<file path="src/env_step_pkg.sv">
`default_nettype none

package env_step_pkg;

    // ram port and array shape
    localparam int DATA_WL = 64;      // one ram word
    localparam int ENV_NUM = 8;       // environments, one lane each
    localparam int POS_WL  = 8;       // signed position per lane
    localparam int ACT_WL  = 2;
    localparam int ADDR_WL = 4;       // word address

    // word map shared with the host
    localparam logic [ADDR_WL-1:0] STA_ADDR  = 4'd0; // initial states
    localparam logic [ADDR_WL-1:0] ACT_ADDR  = 4'd1; // actions
    localparam logic [ADDR_WL-1:0] FLAG_ADDR = 4'd2; // start flag, polled
    localparam logic [ADDR_WL-1:0] OBS_ADDR  = 4'd3;
    localparam logic [ADDR_WL-1:0] RWD_ADDR  = 4'd4;
    localparam logic [ADDR_WL-1:0] DONE_ADDR = 4'd5;

    localparam logic [DATA_WL-1:0] CLR_FLAG = 64'd2; // reload states, then step

    localparam int POS_LIMIT    = 100; // episode ends outside +-limit
    localparam int STEP_LATENCY = 2;   // step strobe to result strobe

    // action encodings, 1 and 3 both hold
    localparam logic [ACT_WL-1:0] ACT_DEC = 2'd0;
    localparam logic [ACT_WL-1:0] ACT_INC = 2'd2;

    // sequencer states
    localparam logic [2:0] IDLE     = 3'd0; // poll flag
    localparam logic [2:0] RD_STA   = 3'd1; // read state word, two cycles
    localparam logic [2:0] RD_ACT   = 3'd2; // capture action word, fire step
    localparam logic [2:0] WAIT_RES = 3'd3;
    localparam logic [2:0] WR_OBS   = 3'd4;
    localparam logic [2:0] WR_RWD   = 3'd5;
    localparam logic [2:0] WR_DONE  = 3'd6;
    localparam logic [2:0] WR_FLAG  = 3'd7; // clear flag, back to poll

    typedef logic signed [POS_WL-1:0] pos_t;
    typedef logic [ACT_WL-1:0] act_t;

    // action lanes sit in the low bits of the word
    typedef struct packed {
        logic [DATA_WL-ENV_NUM*ACT_WL-1:0] pad;
        act_t [ENV_NUM-1:0]                lane;
    } act_word_s;

    // a read word is either a state word or an action word
    typedef union packed {
        pos_t [ENV_NUM-1:0] sta; // lane 0 in the lowest byte
        act_word_s          act;
    } mem_word_u;

    // step array output, 72 bits
    typedef struct packed {
        pos_t [ENV_NUM-1:0] nxt;
        logic [ENV_NUM-1:0] done;
    } step_res_s;

    // words written back to the host, 192 bits
    typedef struct packed {
        logic [DATA_WL-1:0] obs;
        logic [DATA_WL-1:0] rwd;
        logic [DATA_WL-1:0] done;
    } result_words_s;

endpackage

`default_nettype wire
</file>
<file path="src/env_step_top.sv">
`timescale 1ns/1ps
`default_nettype none

module env_step_top
    import env_step_pkg::*;
(
    input  wire logic               i_clk,
    input  wire logic               i_rstn,
    input  wire logic [DATA_WL-1:0] i_data, // ram read data, one cycle after o_en
    output logic      [DATA_WL-1:0] o_data,
    output logic      [ADDR_WL-1:0] o_addr,
    output logic                    o_en,
    output logic                    o_wea   // one word per strobe
);

    logic          load_sta;
    logic          load_act;
    logic          step;
    logic          res_valid; // step result strobe
    step_res_s     step_res;
    result_words_s res_words; // held for the write-back

    step_sequencer u_seq (
        .i_clk       (i_clk),
        .i_rstn      (i_rstn),
        .i_data      (i_data),
        .i_res_valid (res_valid),
        .i_res       (res_words),
        .o_addr      (o_addr),
        .o_en        (o_en),
        .o_wea       (o_wea),
        .o_data      (o_data),
        .o_load_sta  (load_sta),
        .o_load_act  (load_act),
        .o_step      (step)
    );

    env_step_array u_array (
        .i_clk       (i_clk),
        .i_rstn      (i_rstn),
        .i_word      (i_data),
        .i_load_sta  (load_sta),
        .i_load_act  (load_act),
        .i_step      (step),
        .o_res_valid (res_valid),
        .o_res       (step_res)
    );

    result_packer u_pack (
        .i_clk   (i_clk),
        .i_rstn  (i_rstn),
        .i_valid (res_valid),
        .i_res   (step_res),
        .o_words (res_words)
    );

endmodule

`default_nettype wire

</file>
<file path="src/step_sequencer.sv">
`timescale 1ns/1ps
`default_nettype none

module step_sequencer
    import env_step_pkg::*;
(
    input  wire logic          i_clk,
    input  wire logic          i_rstn,
    input  wire mem_word_u     i_data,      // ram read word
    input  wire logic          i_res_valid, // from step array
    input  wire result_words_s i_res,       // from packer, valid a cycle after i_res_valid
    output logic [ADDR_WL-1:0] o_addr,
    output logic               o_en,
    output logic               o_wea,
    output logic [DATA_WL-1:0] o_data,
    output logic               o_load_sta,
    output logic               o_load_act,
    output logic               o_step
);

    logic [2:0]         state_q;
    logic [2:0]         state_d;
    logic               ph_q;     // 0 = issue read, 1 = data on i_data
    logic               loaded_q; // held states valid since reset
    logic [DATA_WL-1:0] flag_w;
    logic               clr_cmd;

    assign flag_w = i_data;

    // nothing held yet means any command has to load states first
    assign clr_cmd = (flag_w == CLR_FLAG) || !loaded_q;

    always_comb begin
        state_d = state_q;
        case (state_q)
            IDLE: begin
                if (ph_q && flag_w != '0) begin
                    state_d = clr_cmd ? RD_STA : RD_ACT;
                end
            end
            RD_STA: begin
                if (ph_q) begin
                    state_d = RD_ACT;
                end
            end
            RD_ACT: begin
                state_d = WAIT_RES;
            end
            WAIT_RES: begin
                if (i_res_valid) begin
                    state_d = WR_OBS; // packer words ready next cycle
                end
            end
            WR_OBS: begin
                state_d = WR_RWD;
            end
            WR_RWD: begin
                state_d = WR_DONE;
            end
            WR_DONE: begin
                state_d = WR_FLAG;
            end
            default: begin
                state_d = IDLE;
            end
        endcase
    end

    always_ff @(posedge i_clk or negedge i_rstn) begin
        if (!i_rstn) begin
            state_q  <= IDLE;
            ph_q     <= 1'b0;
            loaded_q <= 1'b0;
        end else begin
            state_q <= state_d;
            // phase only runs in the two-cycle read states
            if (state_d == state_q && (state_q == IDLE || state_q == RD_STA)) begin
                ph_q <= ~ph_q;
            end else begin
                ph_q <= 1'b0;
            end
            if (o_load_sta) begin
                loaded_q <= 1'b1;
            end
        end
    end

    // the capture half of every read also fetches the action word,
    // so RD_ACT always finds it on i_data
    always_comb begin
        o_en       = 1'b0;
        o_wea      = 1'b0;
        o_addr     = FLAG_ADDR;
        o_data     = '0;
        o_load_sta = 1'b0;
        o_load_act = 1'b0;
        o_step     = 1'b0;
        case (state_q)
            IDLE: begin
                o_en   = 1'b1;
                o_addr = ph_q ? ACT_ADDR : FLAG_ADDR; // flag sampled on ph 1
            end
            RD_STA: begin
                o_en       = 1'b1;
                o_addr     = ph_q ? ACT_ADDR : STA_ADDR;
                o_load_sta = ph_q;
            end
            RD_ACT: begin
                o_load_act = 1'b1;
                o_step     = 1'b1; // array uses the action a cycle later
            end
            WR_OBS: begin
                o_en   = 1'b1;
                o_wea  = 1'b1;
                o_addr = OBS_ADDR;
                o_data = i_res.obs;
            end
            WR_RWD: begin
                o_en   = 1'b1;
                o_wea  = 1'b1;
                o_addr = RWD_ADDR;
                o_data = i_res.rwd;
            end
            WR_DONE: begin
                o_en   = 1'b1;
                o_wea  = 1'b1;
                o_addr = DONE_ADDR;
                o_data = i_res.done;
            end
            WR_FLAG: begin
                o_en  = 1'b1;
                o_wea = 1'b1; // zero flag hands the ram back
            end
            default: begin
                o_en = 1'b0;
            end
        endcase
    end

    // a read issued last cycle still owns the port
    a_no_wr_in_rd: assert property (@(posedge i_clk) disable iff (!i_rstn)
        (o_en && !o_wea) |=> !o_wea)
        else $error("write issued while a read is in flight");

endmodule

`default_nettype wire

</file>
<file path="src/env_step_array.sv">
`timescale 1ns/1ps
`default_nettype none

module env_step_array
    import env_step_pkg::*;
(
    input  wire logic      i_clk,
    input  wire logic      i_rstn,
    input  wire mem_word_u i_word,     // ram word, decoded by strobe
    input  wire logic      i_load_sta, // sets held and initial states
    input  wire logic      i_load_act,
    input  wire logic      i_step,
    output logic           o_res_valid,
    output step_res_s      o_res
);

    pos_t               pos_q  [ENV_NUM]; // held state
    pos_t               init_q [ENV_NUM]; // captured at last clear
    act_t               act_q  [ENV_NUM];
    pos_t               nxt_q  [ENV_NUM]; // stage one result
    logic               v1_q;
    logic               v2_q;
    logic [ENV_NUM-1:0] lane_done;

    function automatic pos_t act_delta(act_t a);
        pos_t d;
        case (a)
            ACT_DEC: d = pos_t'(-1);
            ACT_INC: d = pos_t'(1);
            default: d = '0; // hold
        endcase
        return d;
    endfunction

    always_ff @(posedge i_clk or negedge i_rstn) begin
        if (!i_rstn) begin
            v1_q <= 1'b0;
            v2_q <= 1'b0;
        end else begin
            v1_q <= i_step;
            v2_q <= v1_q;
        end
    end

    always_ff @(posedge i_clk) begin
        for (int i = 0; i < ENV_NUM; i++) begin
            if (i_load_act) begin
                act_q[i] <= i_word.act.lane[i];
            end
            if (v1_q) begin
                nxt_q[i] <= pos_q[i] + act_delta(act_q[i]); // stage one
            end
            if (i_load_sta) begin
                pos_q[i]  <= i_word.sta[i];
                init_q[i] <= i_word.sta[i];
            end else if (v2_q) begin
                // finished lanes restart from the initial state
                pos_q[i] <= lane_done[i] ? init_q[i] : nxt_q[i];
            end
        end
    end

    // stage two bound check
    always_comb begin
        for (int i = 0; i < ENV_NUM; i++) begin
            lane_done[i] = (nxt_q[i] > POS_LIMIT) || (nxt_q[i] < -POS_LIMIT);
        end
    end

    always_comb begin
        for (int i = 0; i < ENV_NUM; i++) begin
            o_res.nxt[i] = nxt_q[i];
        end
        o_res.done = lane_done;
    end

    assign o_res_valid = v2_q;

    // pipeline holds one step only
    a_one_step: assert property (@(posedge i_clk) disable iff (!i_rstn)
        i_step |=> !i_step [*STEP_LATENCY])
        else $error("step strobe while a step is in flight");

endmodule

`default_nettype wire

</file>
<file path="src/result_packer.sv">
`timescale 1ns/1ps
`default_nettype none

module result_packer
    import env_step_pkg::*;
(
    input  wire logic      i_clk,
    input  wire logic      i_rstn,
    input  wire logic      i_valid, // one cycle per step
    input  wire step_res_s i_res,
    output result_words_s  o_words  // stays put until the next step
);

    logic [DATA_WL-1:0] obs_w;
    logic [DATA_WL-1:0] rwd_w;
    logic [DATA_WL-1:0] done_w;

    // lane i in byte i
    always_comb begin
        obs_w = '0;
        for (int i = 0; i < ENV_NUM; i++) begin
            obs_w[i*POS_WL +: POS_WL] = i_res.nxt[i];
        end
    end

    // reward 1 while the episode runs
    assign rwd_w  = {{(DATA_WL-ENV_NUM){1'b0}}, ~i_res.done};
    assign done_w = {{(DATA_WL-ENV_NUM){1'b0}}, i_res.done};

    always_ff @(posedge i_clk or negedge i_rstn) begin
        if (!i_rstn) begin
            o_words <= '0;
        end else if (i_valid) begin
            o_words.obs  <= obs_w;
            o_words.rwd  <= rwd_w;
            o_words.done <= done_w;
        end
    end

    // step array must present clean lanes with its strobe
    a_res_known: assert property (@(posedge i_clk) disable iff (!i_rstn)
        i_valid |-> !$isunknown(i_res))
        else $error("unknown step result with valid");

endmodule

`default_nettype wire

</file>
<file path="config.mk">
export PLATFORM = sky130hd
export DESIGN_NAME = env_step_top
export DESIGN_NICKNAME = d
export VERILOG_FILES = /design/src/env_step_pkg.sv /design/src/env_step_top.sv /design/src/step_sequencer.sv /design/src/env_step_array.sv /design/src/result_packer.sv
export SDC_FILE = /design/constraint.sdc
export NUM_CORES = 1
export LEC_CHECK = 0
export BUFFER_PORTS_ARGS = -buffer_cell sky130_fd_sc_hd__clkbuf_2
export CORE_ASPECT_RATIO = 0.75
export CORE_MARGIN = 8
export CORE_UTILIZATION = 32
export CTS_CLUSTER_DIAMETER = 80
export DETAILED_ROUTE_END_ITERATION = 8
export PLACE_DENSITY = 0.58
export SYNTH_ARGS = -nofsm -noshare
export SYNTH_HDL_FRONTEND = slang
export SYNTH_SLANG_ARGS = --single-unit
</file>
<file path="constraint.sdc">
create_clock -name i_clk -period 7.05 [get_ports i_clk]
set_input_delay 1.41 -clock i_clk [delete_from_list [all_inputs] [get_ports i_clk]]
set_output_delay 1.41 -clock i_clk [all_outputs]
set_load 0.1 [all_outputs]
</file>
## After elaboration in Yosys (flattened, before gate mapping)

Memories as Yosys holds them, arrays and structs flattened.
Cells that the tools add are included.

| word-level totals | value |
|---|---|
| flip-flop bits (word level) | 87 |
| latch bits | 0 |
| RAM bits | 208 |
| ROM bits | 0 |
| input port bits | 66 |
| word-level logic and storage cells | 143 |
| memories | 4 |

| cells by class | value |
|---|---|
| add/subtract/negate cells | 8 |
| multiply operators | 0 |
| div/mod/pow operators | 0 |
| $lt $le $gt $ge | 16 |
| equal/unequal tests | 17 |
| shifts and indexed selects | 0 |
| multiplexer cells | 55 |
| bitwise gates (word level) | 10 |
| reductions and logical operators | 25 |

Memory list:

| name | words | width | rd ports | clocked after memory_dff | wr ports | line | text |
|---|---|---|---|---|---|---|---|
| u_array.init_q | 8 | 8 | 8 | 0 | 8 | env_step_array.sv:18 | `pos_t init_q [ENV_NUM];` |
| u_array.nxt_q | 8 | 8 | 8 | 0 | 8 | env_step_array.sv:20 | `pos_t nxt_q [ENV_NUM];` |
| u_array.pos_q | 8 | 8 | 8 | 0 | 8 | env_step_array.sv:17 | `pos_t pos_q [ENV_NUM];` |
| u_array.act_q | 8 | 2 | 8 | 0 | 8 | env_step_array.sv:19 | `act_t act_q [ENV_NUM];` |

Operators with widths:

| operator | number |
|---|---|
| $mux 8 | 24 |
| $pmux 64 s3 | 1 |
| $pmux 8 s2 | 8 |
| $add 8x8->8 | 8 |
| $eq 64x2->1 const B | 1 |
| $gt 8x8->1 const B | 8 |
| $lt 8x8->1 const B | 8 |
| $reduce_bool 64->1 | 1 |
| $pmux 3 s7 | 1 |
| $pmux 4 s5 | 1 |
| $eq 2x2->1 const B | 8 |
| $logic_not 2->1 | 8 |
| $mux 1 | 15 |
| $eq 3x3->1 const B | 4 |
| $logic_or 1x1->1 | 10 |
| $mux 3 | 3 |
| $not 8->8 | 1 |
| $or 1x1->1 | 8 |
| $eq 3x2->1 const B | 2 |
| $reduce_or 6->1 | 1 |
| $mux 2 | 2 |
| $reduce_or 4->1 | 1 |
| $eq 3x1->1 const B | 1 |
| $eq 3x3->1 | 1 |
| other kinds (4) | 5 |

## Logic depth before layout (Yosys ltp)

Gate-level depths: netlist of the first run.

| logic depth | value |
|---|---|
| word-level depth | 8 |
| mapped depth | 9 |
| gate-level depth less buffers | 9 |

## By module

Synthesis of the first run repeated with hierarchy kept, for this count alone.

| unflattened totals | value |
|---|---|
| cells, all modules | 1,483 |
| area, all modules | 16,533.4 um2 |

Modules (own cells, without submodules):

| module | instances | cells an instance | area an instance (um2) |
|---|---|---|---|
| env_step_array | 1 | 846 | 10,133.5 |
| result_packer | 1 | 290 | 4,195.3 |
| step_sequencer | 1 | 347 | 2,204.6 |

## Worst setup path before layout of the first run

No wires, ideal clock.

| path | value |
|---|---|
| kind | register to register |
| start | register u_seq.state_q[2] |
| end | memory u_array.pos_q[0][0] (netlist name) (enable) |
| data arrival time | 4,532 ps |
| data required time | 6,656 ps |
| slack | 2,124 ps |
| cell stages (with the launch flop) | 4 |
| buffers on the path | 0 |
| clock period less this slack | 4,926 ps |
| cell sequence | dfrtp_1 > nand2b_1 > nor2_1 > or2_2 |

RTL lines:

| element | line | text |
|---|---|---|
| start, declared | step_sequencer.sv:21 | `logic [2:0] state_q;` |
| start signal, assigned | step_sequencer.sv:75 | `state_q <= state_d;` |
| end, declared | env_step_array.sv:17 |  |

## Worst setup path in the final report of the first run

| path | value |
|---|---|
| start | register u_seq.state_q[0] |
| end | output port o_addr[1] |

| on the way | value |
|---|---|
| longest elaborated chain between the ends | 2 |

RTL lines:

| element | line | text |
|---|---|---|
| $eq 3x3->1, or another cell as far along | step_sequencer.sv:98 | `case (state_q)` |
| $pmux 4 s5 * | step_sequencer.sv:98 |  |
| end, declared | env_step_top.sv:11 | `output logic [ADDR_WL-1:0] o_addr,` |

Mark *: on every way between the ends. The rest lies on a longest branch, timed or not.

==> results of run 1 <==
routing by layer:
layer	vias up	global-route usage	wire (um)
li1	4532	-	-
met1	4807	0.215	19100
met2	247	0.212	15900
met3	45	0.0273	2220
met4	2	0.0218	518
met5	-	0	13
metrics by stage:
stage / cells / hold WS, ns / total power [mW]
after floorplan: 1158 / 0.434 / 1.91
after global placement: 1841 / 0.477 / 1.96
after detailed placement: 1841 / 0.469 / 1.96
after CTS: 1896 / 0.486 / 3.55
after global routing: 1896 / 0.513 / 3.61
final: 1896 / 0.482 / 3.50
worst max-delay path, cell delays in order, from the launching register on:
cell and delay, ns:
dfrtp_1 0.67, nor2_4 0.63, buf_4 0.44, a22o_1 0.28, clkbuf_2 0.48
cell usage after synthesis, types with 24 or more instances:
cell,instances,area [um^2]
inv_1,65,244
nor2_1,74,278
mux2_2,71,800
edfxtp_1,208,6250
nand2_1,86,323
and3_1,58,363
clkbuf_1,24,90.1
a21oi_1,24,120
mux2i_1,63,631
xnor2_1,32,280
dfrtp_1,87,2180
ha_1,56,701
o21ai_0,80,400
flip-flops by register name, summed over array words and instances (netlist names), 3 cells and up:
name            count
u_pack.o_words     80
u_array.init_q     64
u_array.nxt_q      64
u_array.pos_q      64
u_array.act_q      16
u_seq.state_q       3
report_power, final:
part	internal, mW	leakage [nW]	total, mW	switching (mW)
clock network	0.903	0.480	1.58	0.679
logic	0.0213	3.70	0.0692	0.0479
registers	1.85	3.07	1.85	0
worst paths after layout:
check / from / end / slack (ns) / cells past startpoint
max: u_seq.state_q[0] / o_addr[1] / 2.56 / 4
min: u_seq.loaded_q / u_seq.loaded_q / 0.48 / 2
max reg2reg: u_seq.state_q[2] / u_array.pos_q[1][15] / 3.71 / 5
min reg2reg: u_seq.loaded_q / u_seq.loaded_q / 0.48 / 2
max in group asynchronous: i_rstn / u_array.o_res_valid / 5.03 / 2
min in group asynchronous: i_rstn / u_pack.o_words[170] / 0.73 / 1
cells by family (layout without fill, tap and decap cells):
group | Yosys count | count (layout)
other | 1 | 1
adders and majority gates | 64 | 64
buffers and inverters | 111 | 263
muxes | 134 | 134
AOI/OAI and AO/OA | 205 | 205
xor gates and xnor gates | 40 | 40
DFF | 295 | 295
and+or+nand+nor | 308 | 308
cell type report:
class,count,area share
clock buffers,43,0.0531
well taps,586,0.0441
repair buffers,143,0.0446
inverters,65,0.0147
flip-flops and latches,295,0.507
clock inverters,12,0.00527
multi-input cells,752,0.331
==> impl_metrics.py, run 1 <==
metrics = {
    "outcome": {
        "status": "complete, no violations",
    },
    "layout": {
        "final_common_cell": "edfxtp_1",
        "regArea_um2": 8430,
        "final_area_um2": 16600,
        "nNetsFinal": 1417,
        "drive_gt1_frac": 0.209,
        "syn_to_final_growth_pct": 15.8,
        "filler_cell_count": 4288,
        "layout_common_cells": "208 x edfxtp_1, 133 x clkbuf_2, 86 x nand2_1",
        "multiInputGateArea_um2": 5500,
        "antennaDiodeCount": 0,
        "final_util": 0.374,
    },
    "logic_synthesis": {
        "syn_nets": 1288,
        "seq_area_frac_synth": 0.587,
        "syn_area_um2": 14300,
        "synthXorXnorAreaFrac": 0.0244,
        "synth_edf_count": 208,
        "synth-simple-area-share": 0.107,
        "synth_compound_area_frac": 0.0904,
        "synth_mux_area_frac": 0.0997,
        "avgSynthCellArea_um2": 12.4,
        "synth_cell_types": 52,
        "synth_warnings": 0,
        "ys_seq_elements": 295,
        "synth_top_family_by_area": "simple AND/OR/NAND/NOR gates",
        "synth-adder-area-share": 0.0600,
        "async_flop_share": 0.295,
        "synth_cells": 1158,
        "ys.flop_type": "edfxtp_1",
    },
    "critical_path": {
        "critPathRequiredTime_ns": 5.64,
        "worstPathArrival_ns": 3.08,
        "setup.worst_path.start_class": "flip-flop",
        "crit_fanout": 32,
        "crit_type": "flip-flop to primary output",
        "worst_setup_path_end_kind": "primary output",
    },
    "clock_network": {
        "cts_buffer_depth": 3,
        "postCtsHoldBufs": 0,
        "htreeDepth": 1,
        "cts_resized": 0,
        "clk_latency_ns": 0.56,
        "path_clk_slew_ns": 0.06,
        "cts_made_buffers": 30,
        "cts_tree": "done",
        "cts.sinks": 295,
        "cts-root-buf": "clkbuf_16",
        "post_cts_buffers": 0,
    },
    "place": {
        "portBuffers": 134,
        "dp_slack_ns": 3.12,
        "place_area_um2": 15600,
        "gp_congestion": 0.822,
        "hpwlAfterDp_mm": 27.0,
    },
    "detailed_routing": {
        "drtAntennaViolNets": 0,
        "via_per_inst": 5.08,
        "drc_errors": 0,
        "drt_iter0_markers": 815,
        "drt_wl_total_mm": 37.8,
        "first_pass_iters": 4,
        "vias": 9633,
        "wl_per_cell_um": 19.9,
    },
    "timing": {
        "final.setup_skew_ns": 0.0180,
        "period_share": 0.636,
        "report.final.slew_viol_count": 0,
        "worst_pin_slew_ns": 1.17,
        "rsz0062_at_grt": "no",
        "setup_tns_ns": 0,
        "fmax_mhz": 223,
        "slew_headroom": 0.223,
        "setup_violations": 0,
        "worst_slack_ns": 2.56,
        "min_period_ns": 4.49,
        "hold_viol": 0,
    },
    "global_routing": {
        "grt-ovfl-total": 0,
        "grt_pass1_wl_mm": 57.6,
        "grtUsageTotal": 0.142,
        "antenna_found_initial": 1,
        "grt_start_max_net_pins": 76,
        "grt_pass1_vias": 9383,
    },
    "pwr": {
        "power_density_nw_per_um2": 211,
        "peakVddDrop_v": 0.000176,
        "p_leak_nw": 7.25,
    },
    "floorplanning": {
        "rows": 67,
        "die_y_um": 199,
        "die_w_um": 260,
        "die_area_um2": 51900,
        "coreArea_um2": 44400,
        "start_util": 0.323,
        "io_pins": 136,
    },
    "job": {
        "drv_cap": 0,
    },
    "worst_hold_path": {
        "hp-class": "flip-flop to flip-flop",
    },
}
Power figures use the tool's default switching activity.
==> inputs of run 2 (changes only) <==
--- a/config.mk
+++ b/config.mk
@@ -5,13 +5,14 @@
 export SDC_FILE = /design/constraint.sdc
 export NUM_CORES = 1
 export LEC_CHECK = 0
+export ABC_AREA = 1
 export BUFFER_PORTS_ARGS = -buffer_cell sky130_fd_sc_hd__clkbuf_2
 export CORE_ASPECT_RATIO = 0.75
 export CORE_MARGIN = 8
 export CORE_UTILIZATION = 32
 export CTS_CLUSTER_DIAMETER = 80
 export DETAILED_ROUTE_END_ITERATION = 8
-export PLACE_DENSITY = 0.58
+export PLACE_DENSITY = 0.6
 export SYNTH_ARGS = -nofsm -noshare
 export SYNTH_HDL_FRONTEND = slang
 export SYNTH_SLANG_ARGS = --single-unit
==> constraint.sdc (replaced) <==
create_clock -name i_clk -period 3.8 [get_ports i_clk]
set_input_delay 0.76 -clock i_clk [delete_from_list [all_inputs] [get_ports i_clk]]
set_output_delay 0.76 -clock i_clk [all_outputs]
set_load 0.1 [all_outputs]
==> run 2 against run 1 <==
Compared with the run above:
- power up 91%
- synthesized area up 0.99%
- synthesized cell count up 27%
- sequential power up 86%
- register-to-register slack worse by 2.4 ns
- clock skew down 0.0086 ns
- sequential share of layout area down 0.71 points
- first-iteration DRC count up 3.2%
- non-clock buffer count up 3
==> impl_metrics.py, run 2 <==
metrics = {
    "outcome": {
        "status": "complete, no violations",
    },
    "critical_path": {
        "crit_chain": "inv_1, nor2_1, inv_2, nor2_2, inv_2, buf_4, nor2_1, clkbuf_2",
        "crit_fanout": 34,
        "max_stage_delay_ns": 0.47,
        "worstPathArrival_ns": 2.80,
        "crit_type": "flip-flop to primary output",
        "setup.worst_path.start_class": "flip-flop",
        "worst_setup_path_end_kind": "primary output",
        "slowest_stage": "clkbuf_2",
        "crit_family": "buffers and inverters",
        "crit_buf_inv": 5,
        "critPathRequiredTime_ns": 3.04,
    },
    "floorplanning": {
        "start_util": 0.324,
        "die_w_um": 262,
        "die_y_um": 200,
        "rows": 67,
        "coreArea_um2": 44700,
        "io_pins": 136,
        "die_area_um2": 52400,
    },
    "detailed_routing": {
        "drt_iter0_markers": 841,
        "drt_wl_total_mm": 37.5,
        "drc_errors": 0,
        "wl_per_cell_um": 16.9,
        "via_per_inst": 4.78,
        "first_pass_iters": 6,
        "drtAntennaViolNets": 0,
        "vias": 10600,
    },
    "clock_network": {
        "postCtsHoldBufs": 0,
        "cts_made_buffers": 30,
        "post_cts_buffers": 0,
        "cts.sinks": 295,
        "path_clk_slew_ns": 0.07,
        "clk_latency_ns": 0.57,
        "cts_buffer_depth": 3,
        "cts_tree": "done",
        "htreeDepth": 1,
        "cts-root-buf": "clkbuf_16",
    },
    "layout": {
        "nNetsFinal": 1740,
        "filler_cell_count": 4455,
        "drive_gt1_frac": 0.129,
        "layout_common_cells": "274 x nand2_1, 208 x edfxtp_1, 191 x inv_1",
        "largest_register_ffs": 80,
        "final_common_cell": "nand2_1",
        "top_register": "u_pack.o_words",
        "final_util": 0.377,
        "antennaDiodeCount": 0,
        "syn_to_final_growth_pct": 16.3,
    },
    "timing": {
        "whs_ns": 0.283,
        "slew_headroom": 0.302,
        "hold_viol": 0,
        "period_share": 0.938,
        "final.setup_skew_ns": 0.00940,
        "rsz0062_at_grt": "no",
        "fmax_mhz": 281,
        "report.final.slew_viol_count": 0,
        "setup_violations": 0,
        "min_period_ns": 3.56,
        "setup_tns_ns": 0,
        "worst_pin_slew_ns": 1.05,
    },
    "global_routing": {
        "grt_pass1_wl_mm": 57.9,
        "grt_start_max_net_pins": 113,
        "grtUsageTotal": 0.139,
        "grt-ovfl-total": 0,
        "grt_pass1_vias": 10400,
        "antenna_found_initial": 0,
    },
    "logic_synthesis": {
        "synth_cells": 1469,
        "synth_cell_types": 38,
        "post-synth-top-area-cell": "edfxtp_1",
        "async_flop_share": 0.295,
        "syn_area_um2": 14500,
        "synth_edf_count": 208,
        "synth_top_area_share": 0.431,
        "synth_warnings": 0,
        "avgSynthCellArea_um2": 9.86,
        "syn_nets": 1599,
        "ys.flop_type": "edfxtp_1",
        "synth.area.top_cells": "edfxtp_1 43%, dfrtp_1 15%, nand2_1 7.1%",
        "seq_area_frac_synth": 0.581,
        "synth.most_common_cell": "nand2_1",
        "ys_top_cells_by_count": "275 x nand2_1, 208 x edfxtp_1, 192 x inv_1, 177 x nor2_1, 154 x o21ai_0",
        "ys_seq_elements": 295,
    },
    "pwr": {
        "peakVddDrop_v": 0.000331,
        "totalPowerFinal_mw": 6.70,
        "power_density_nw_per_um2": 397,
        "p_leak_nw": 7.04,
    },
    "place": {
        "portBuffers": 134,
        "hpwlAfterDp_mm": 27.4,
        "gp_congestion": 0.833,
    },
    "worst_hold_path": {
        "hp-class": "primary input to asynchronous set/reset pin",
    },
    "job": {
        "drv_cap": 0,
    },
}
run 2: power by group:
group	internal, mW	switching [mW]	leakage [nW]	total [mW]
logic	0.0460	0.0902	3.46	0.136
registers	3.44	0	3.07	3.44
clock network	1.87	1.26	0.511	3.12
run 2: repair_timing:
action / CTS / global route
setup endpoints to repair: 0 / 22
gates resized for setup: 0 / 24
endpoints found under the hold margin: 0 / 0
run 2: layout make-up:
| type | count | area (um^2) | area share |
|---|---|---|---|
| flip-flops and latches | 295 | 8430 | 0.500 |
| repair buffers | 146 | 783 | 0.0465 |
| clock inverters | 17 | 216 | 0.0128 |
| well taps | 586 | 733 | 0.0435 |
| inverters | 199 | 747 | 0.0443 |
| multi-input cells | 938 | 5120 | 0.304 |
| clock buffers | 39 | 826 | 0.0490 |
run 2: logic make-up after synthesis:
kind of cell | share of synthesized area
compound gates | 0.105
xor+xnor | 0.0339
fa+ha+maj | 0.0594
buf+inv | 0.0655
flops | 0.581
other cells | 0.000259
simple gates | 0.155
run 2: worst paths after layout:
path	slack, ns	to	startpoint	cells past startpoint
hold reg to reg	0.48	u_pack.o_words[3]	u_pack.o_words[3]	1
max in group asynchronous	2.74	u_pack.o_words[171]	i_rstn	2
setup reg to reg	1.30	u_array.nxt_q[0][22]	u_array.act_q[0][4]	7
min in group i_clk	0.39	u_array.init_q[1][15]	i_data[47]	1
setup / recovery	0.24	o_data[29]	u_seq.state_q[2]	8
hold / removal	0.28	u_pack.o_words[150]	i_rstn	1
run 2: stage by stage:
step / std cells / cell area, um^2 / setup slack, ns
final: 2220 / 16900 / 0.237
after global routing: 2220 / 16900 / 0.000350
after CTS: 2220 / 16800 / 0.162
after detailed placement: 2164 / 15800 / 0.783
after global placement: 2164 / 15800 / 0.920
after floorplan: 1469 / 14500 / 0.322
run 2: routing by layer:
layer | global-route usage | routed length (um) | up-vias
met4 | 0.0217 | 451 | 0
met5 | 0 | 0 | -
li1 | - | - | 5209
met2 | 0.209 | 16100 | 304
met3 | 0.0320 | 2640 | 39
met1 | 0.206 | 18300 | 5056
==> inputs of run 3 (changes only) <==
--- a/config.mk
+++ b/config.mk
@@ -10,7 +10,8 @@
 export CORE_ASPECT_RATIO = 0.75
 export CORE_MARGIN = 8
 export CORE_UTILIZATION = 32
-export CTS_CLUSTER_DIAMETER = 80
+export CTS_BUF_LIST = sky130_fd_sc_hd__clkbuf_2
+export CTS_CLUSTER_DIAMETER = 30
 export DETAILED_ROUTE_END_ITERATION = 8
 export PLACE_DENSITY = 0.6
 export SYNTH_ARGS = -nofsm -noshare
==> run 3 against run 2 <==
Compared with the run above:
- cell area rose by 2.8%
- die area did not move
- clock power fell by 23%
- power fell by 10%
- routed wire length rose by 2.3%
- first-iteration DRC count fell by 4.8%
- highest routed layer unchanged
==> impl_metrics.py, run 3 (synthesis gave the netlist of run 2 again) <==
metrics = {
    "outcome": {
        "status": "complete, no violations",
    },
    "detailed_routing": {
        "wl_per_cell_um": 16.2,
        "drt_iter0_markers": 801,
        "drc_errors": 0,
        "vias": 11200,
        "drt_wl_total_mm": 38.3,
        "drtAntennaViolNets": 0,
        "via_per_inst": 4.72,
        "first_pass_iters": 5,
    },
    "global_routing": {
        "antenna_found_initial": 1,
        "grtUsageTotal": 0.144,
        "grt-ovfl-total": 0,
        "grt_pass1_wl_mm": 59.7,
        "grt_pass1_vias": 11200,
        "grt_start_max_net_pins": 113,
    },
    "critical_path": {
        "max_stage_delay_ns": 0.42,
        "rr_startpoint": "u_array.act_q[0][2]",
        "crit_chain": "inv_1, nor3_1, clkinv_1, o221ai_1, clkbuf_4",
        "crit_buf_inv": 3,
        "worst-r2r-setup-slack_ns": 1.34,
        "crit_family": "buffers and inverters",
        "r2r_end": "u_array.nxt_q[0][14]",
        "worst_setup_path_end_kind": "primary output",
        "ff2ff_path_depth": 7,
        "crit_fanout": 9,
        "worstPathArrival_ns": 2.77,
        "setup.worst_path.start_class": "flip-flop",
        "critPathRequiredTime_ns": 3.04,
        "crit_type": "flip-flop to primary output",
        "slowest_stage": "dfrtp_1",
    },
    "timing": {
        "hold_viol": 0,
        "rsz0062_at_grt": "yes",
        "min_period_ns": 3.53,
        "final.setup_skew_ns": 0.0655,
        "period_share": 0.930,
        "report.final.slew_viol_count": 0,
        "setup_violations": 0,
        "setup_tns_ns": 0,
        "worst_slack_ns": 0.267,
        "slew_headroom": 0.306,
        "fmax_mhz": 283,
        "worst_pin_slew_ns": 1.04,
    },
    "floorplanning": {
        "io_pins": 136,
        "die_w_um": 262,
        "coreArea_um2": 44700,
        "start_util": 0.324,
        "die_area_um2": 52400,
        "die_y_um": 200,
        "rows": 67,
    },
    "clock_network": {
        "cts_made_buffers": 78,
        "htreeDepth": 3,
        "post_cts_buffers": 0,
        "cts_buffer_depth": 3,
        "cts_tree": "done",
        "clk_latency_ns": 0.93,
        "path_clk_slew_ns": 0.10,
        "cts.sinks": 295,
        "cts-root-buf": "clkbuf_2",
    },
    "layout": {
        "final_common_cell": "nand2_1",
        "layout_common_cells": "274 x nand2_1, 211 x clkbuf_2, 208 x edfxtp_1",
        "top_register": "u_pack.o_words",
        "syn_to_final_growth_pct": 19.6,
        "drive_gt1_frac": 0.166,
        "nNetsFinal": 1845,
        "largest_register_ffs": 80,
        "final_area_um2": 17300,
    },
    "place": {
        "gp_congestion": 0.833,
        "portBuffers": 134,
        "dp_slack_ns": 0.783,
        "place_area_um2": 15800,
        "hpwlAfterDp_mm": 27.4,
    },
    "job": {
        "drv_cap": 0,
    },
    "worst_hold_path": {
        "hp-class": "primary input to flip-flop",
        "hold_end": "u_array.init_q[0][30]",
        "whs_path_depth": 1,
        "hp-start": "i_data[30]",
    },
    "pwr": {
        "peakVddDrop_v": 0.000189,
        "power_density_nw_per_um2": 347,
        "p_leak_nw": 7.38,
    },
}
## run 3: changes by cell type in the layout (fill, tap and decap cells not counted), moves of 2 or more
| cell | change |
|---|---|
| clkbuf_4 | +21 |
| dlygate4sd3_1 | +57 |
| buf_4 | +2 |
| clkbuf_2 | +101 |
| clkbuf_1 | -6 |
| inv_2 | +3 |
| buf_2 | -19 |
| clkbuf_8 | +7 |
| clkbuf_16 | -31 |
| clkinv_2 | +2 |
| clkinv_1 | +11 |
| buf_6 | +2 |
| bufinv_16 | -2 |
## run 3: worst reg2reg max path, stage by stage (launching register included)
cell and delay, ns:
edfxtp_1 0.41, nor2_1 0.54, inv_1 0.14, fa_1 0.45, o21ai_0 0.35, a21oi_1 0.12, o21bai_1 0.17, xor2_1 0.08
## run 3: cell type report
type	count	area, um^2
Fill cell	4472	27400
Multi-Input combinational cell	938	5120
Inverter	199	752
Clock buffer	116	581
Timing Repair Buffer	203	1500
Sequential cell	295	8430
Tap cell	586	733
Clock inverter	30	206
Antenna cell	1	2.50
## run 3: what timing repair did
item,CTS,global route
hold buffers,57,0
endpoints found under the setup margin,63,31
cloned,0,0
gates resized for setup,46,11
endpoints found under the hold margin,117,0
## run 3: per-stage QoR
stage | util | instances | total power [mW] | hold slack (ns)
final | 0.388 | 2368 | 6.01 | 0.138
after global routing | 0.388 | 2368 | 6.30 | 0.00395
after CTS | 0.387 | 2367 | 6.12 | 0.00121
after detailed placement | 0.354 | 2164 | 3.64 | 0.468
after global placement | 0.354 | 2164 | 3.64 | 0.461
after floorplan | - | 1469 | 3.55 | 0.442
## run 3: report_power, final
part           switching, mW  internal [mW]  leakage [nW]
clock network           1.36           1.03         0.599
registers                  0           3.43          3.07
logic                 0.0996         0.0841          3.71
total                   1.46           4.55          7.38
## run 3: metal layers
layer	GRT usage	wire, um
met4	0.0379	632
met2	0.213	16500
met1	0.207	18300
met3	0.0376	2940
met5	0	0
## run 3: how the worst max path moves through the flow
stage / from / to / slack [ns] / cells after the start
2_1_floorplan: u_seq.state_q[1] / o_addr[0] / 0.32 / 3
6_report: u_seq.state_q[0] / o_data[7] / 0.27 / 5
3_3_place_gp: u_seq.state_q[0] / o_data[8] / 0.92 / 7
3_5_place_dp: u_seq.state_q[2] / o_data[15] / 0.78 / 8
5_1_grt: u_seq.state_q[2] / o_data[3] / -0.006 / 7
4_1_cts: u_seq.state_q[2] / o_addr[2] / 0.03 / 7
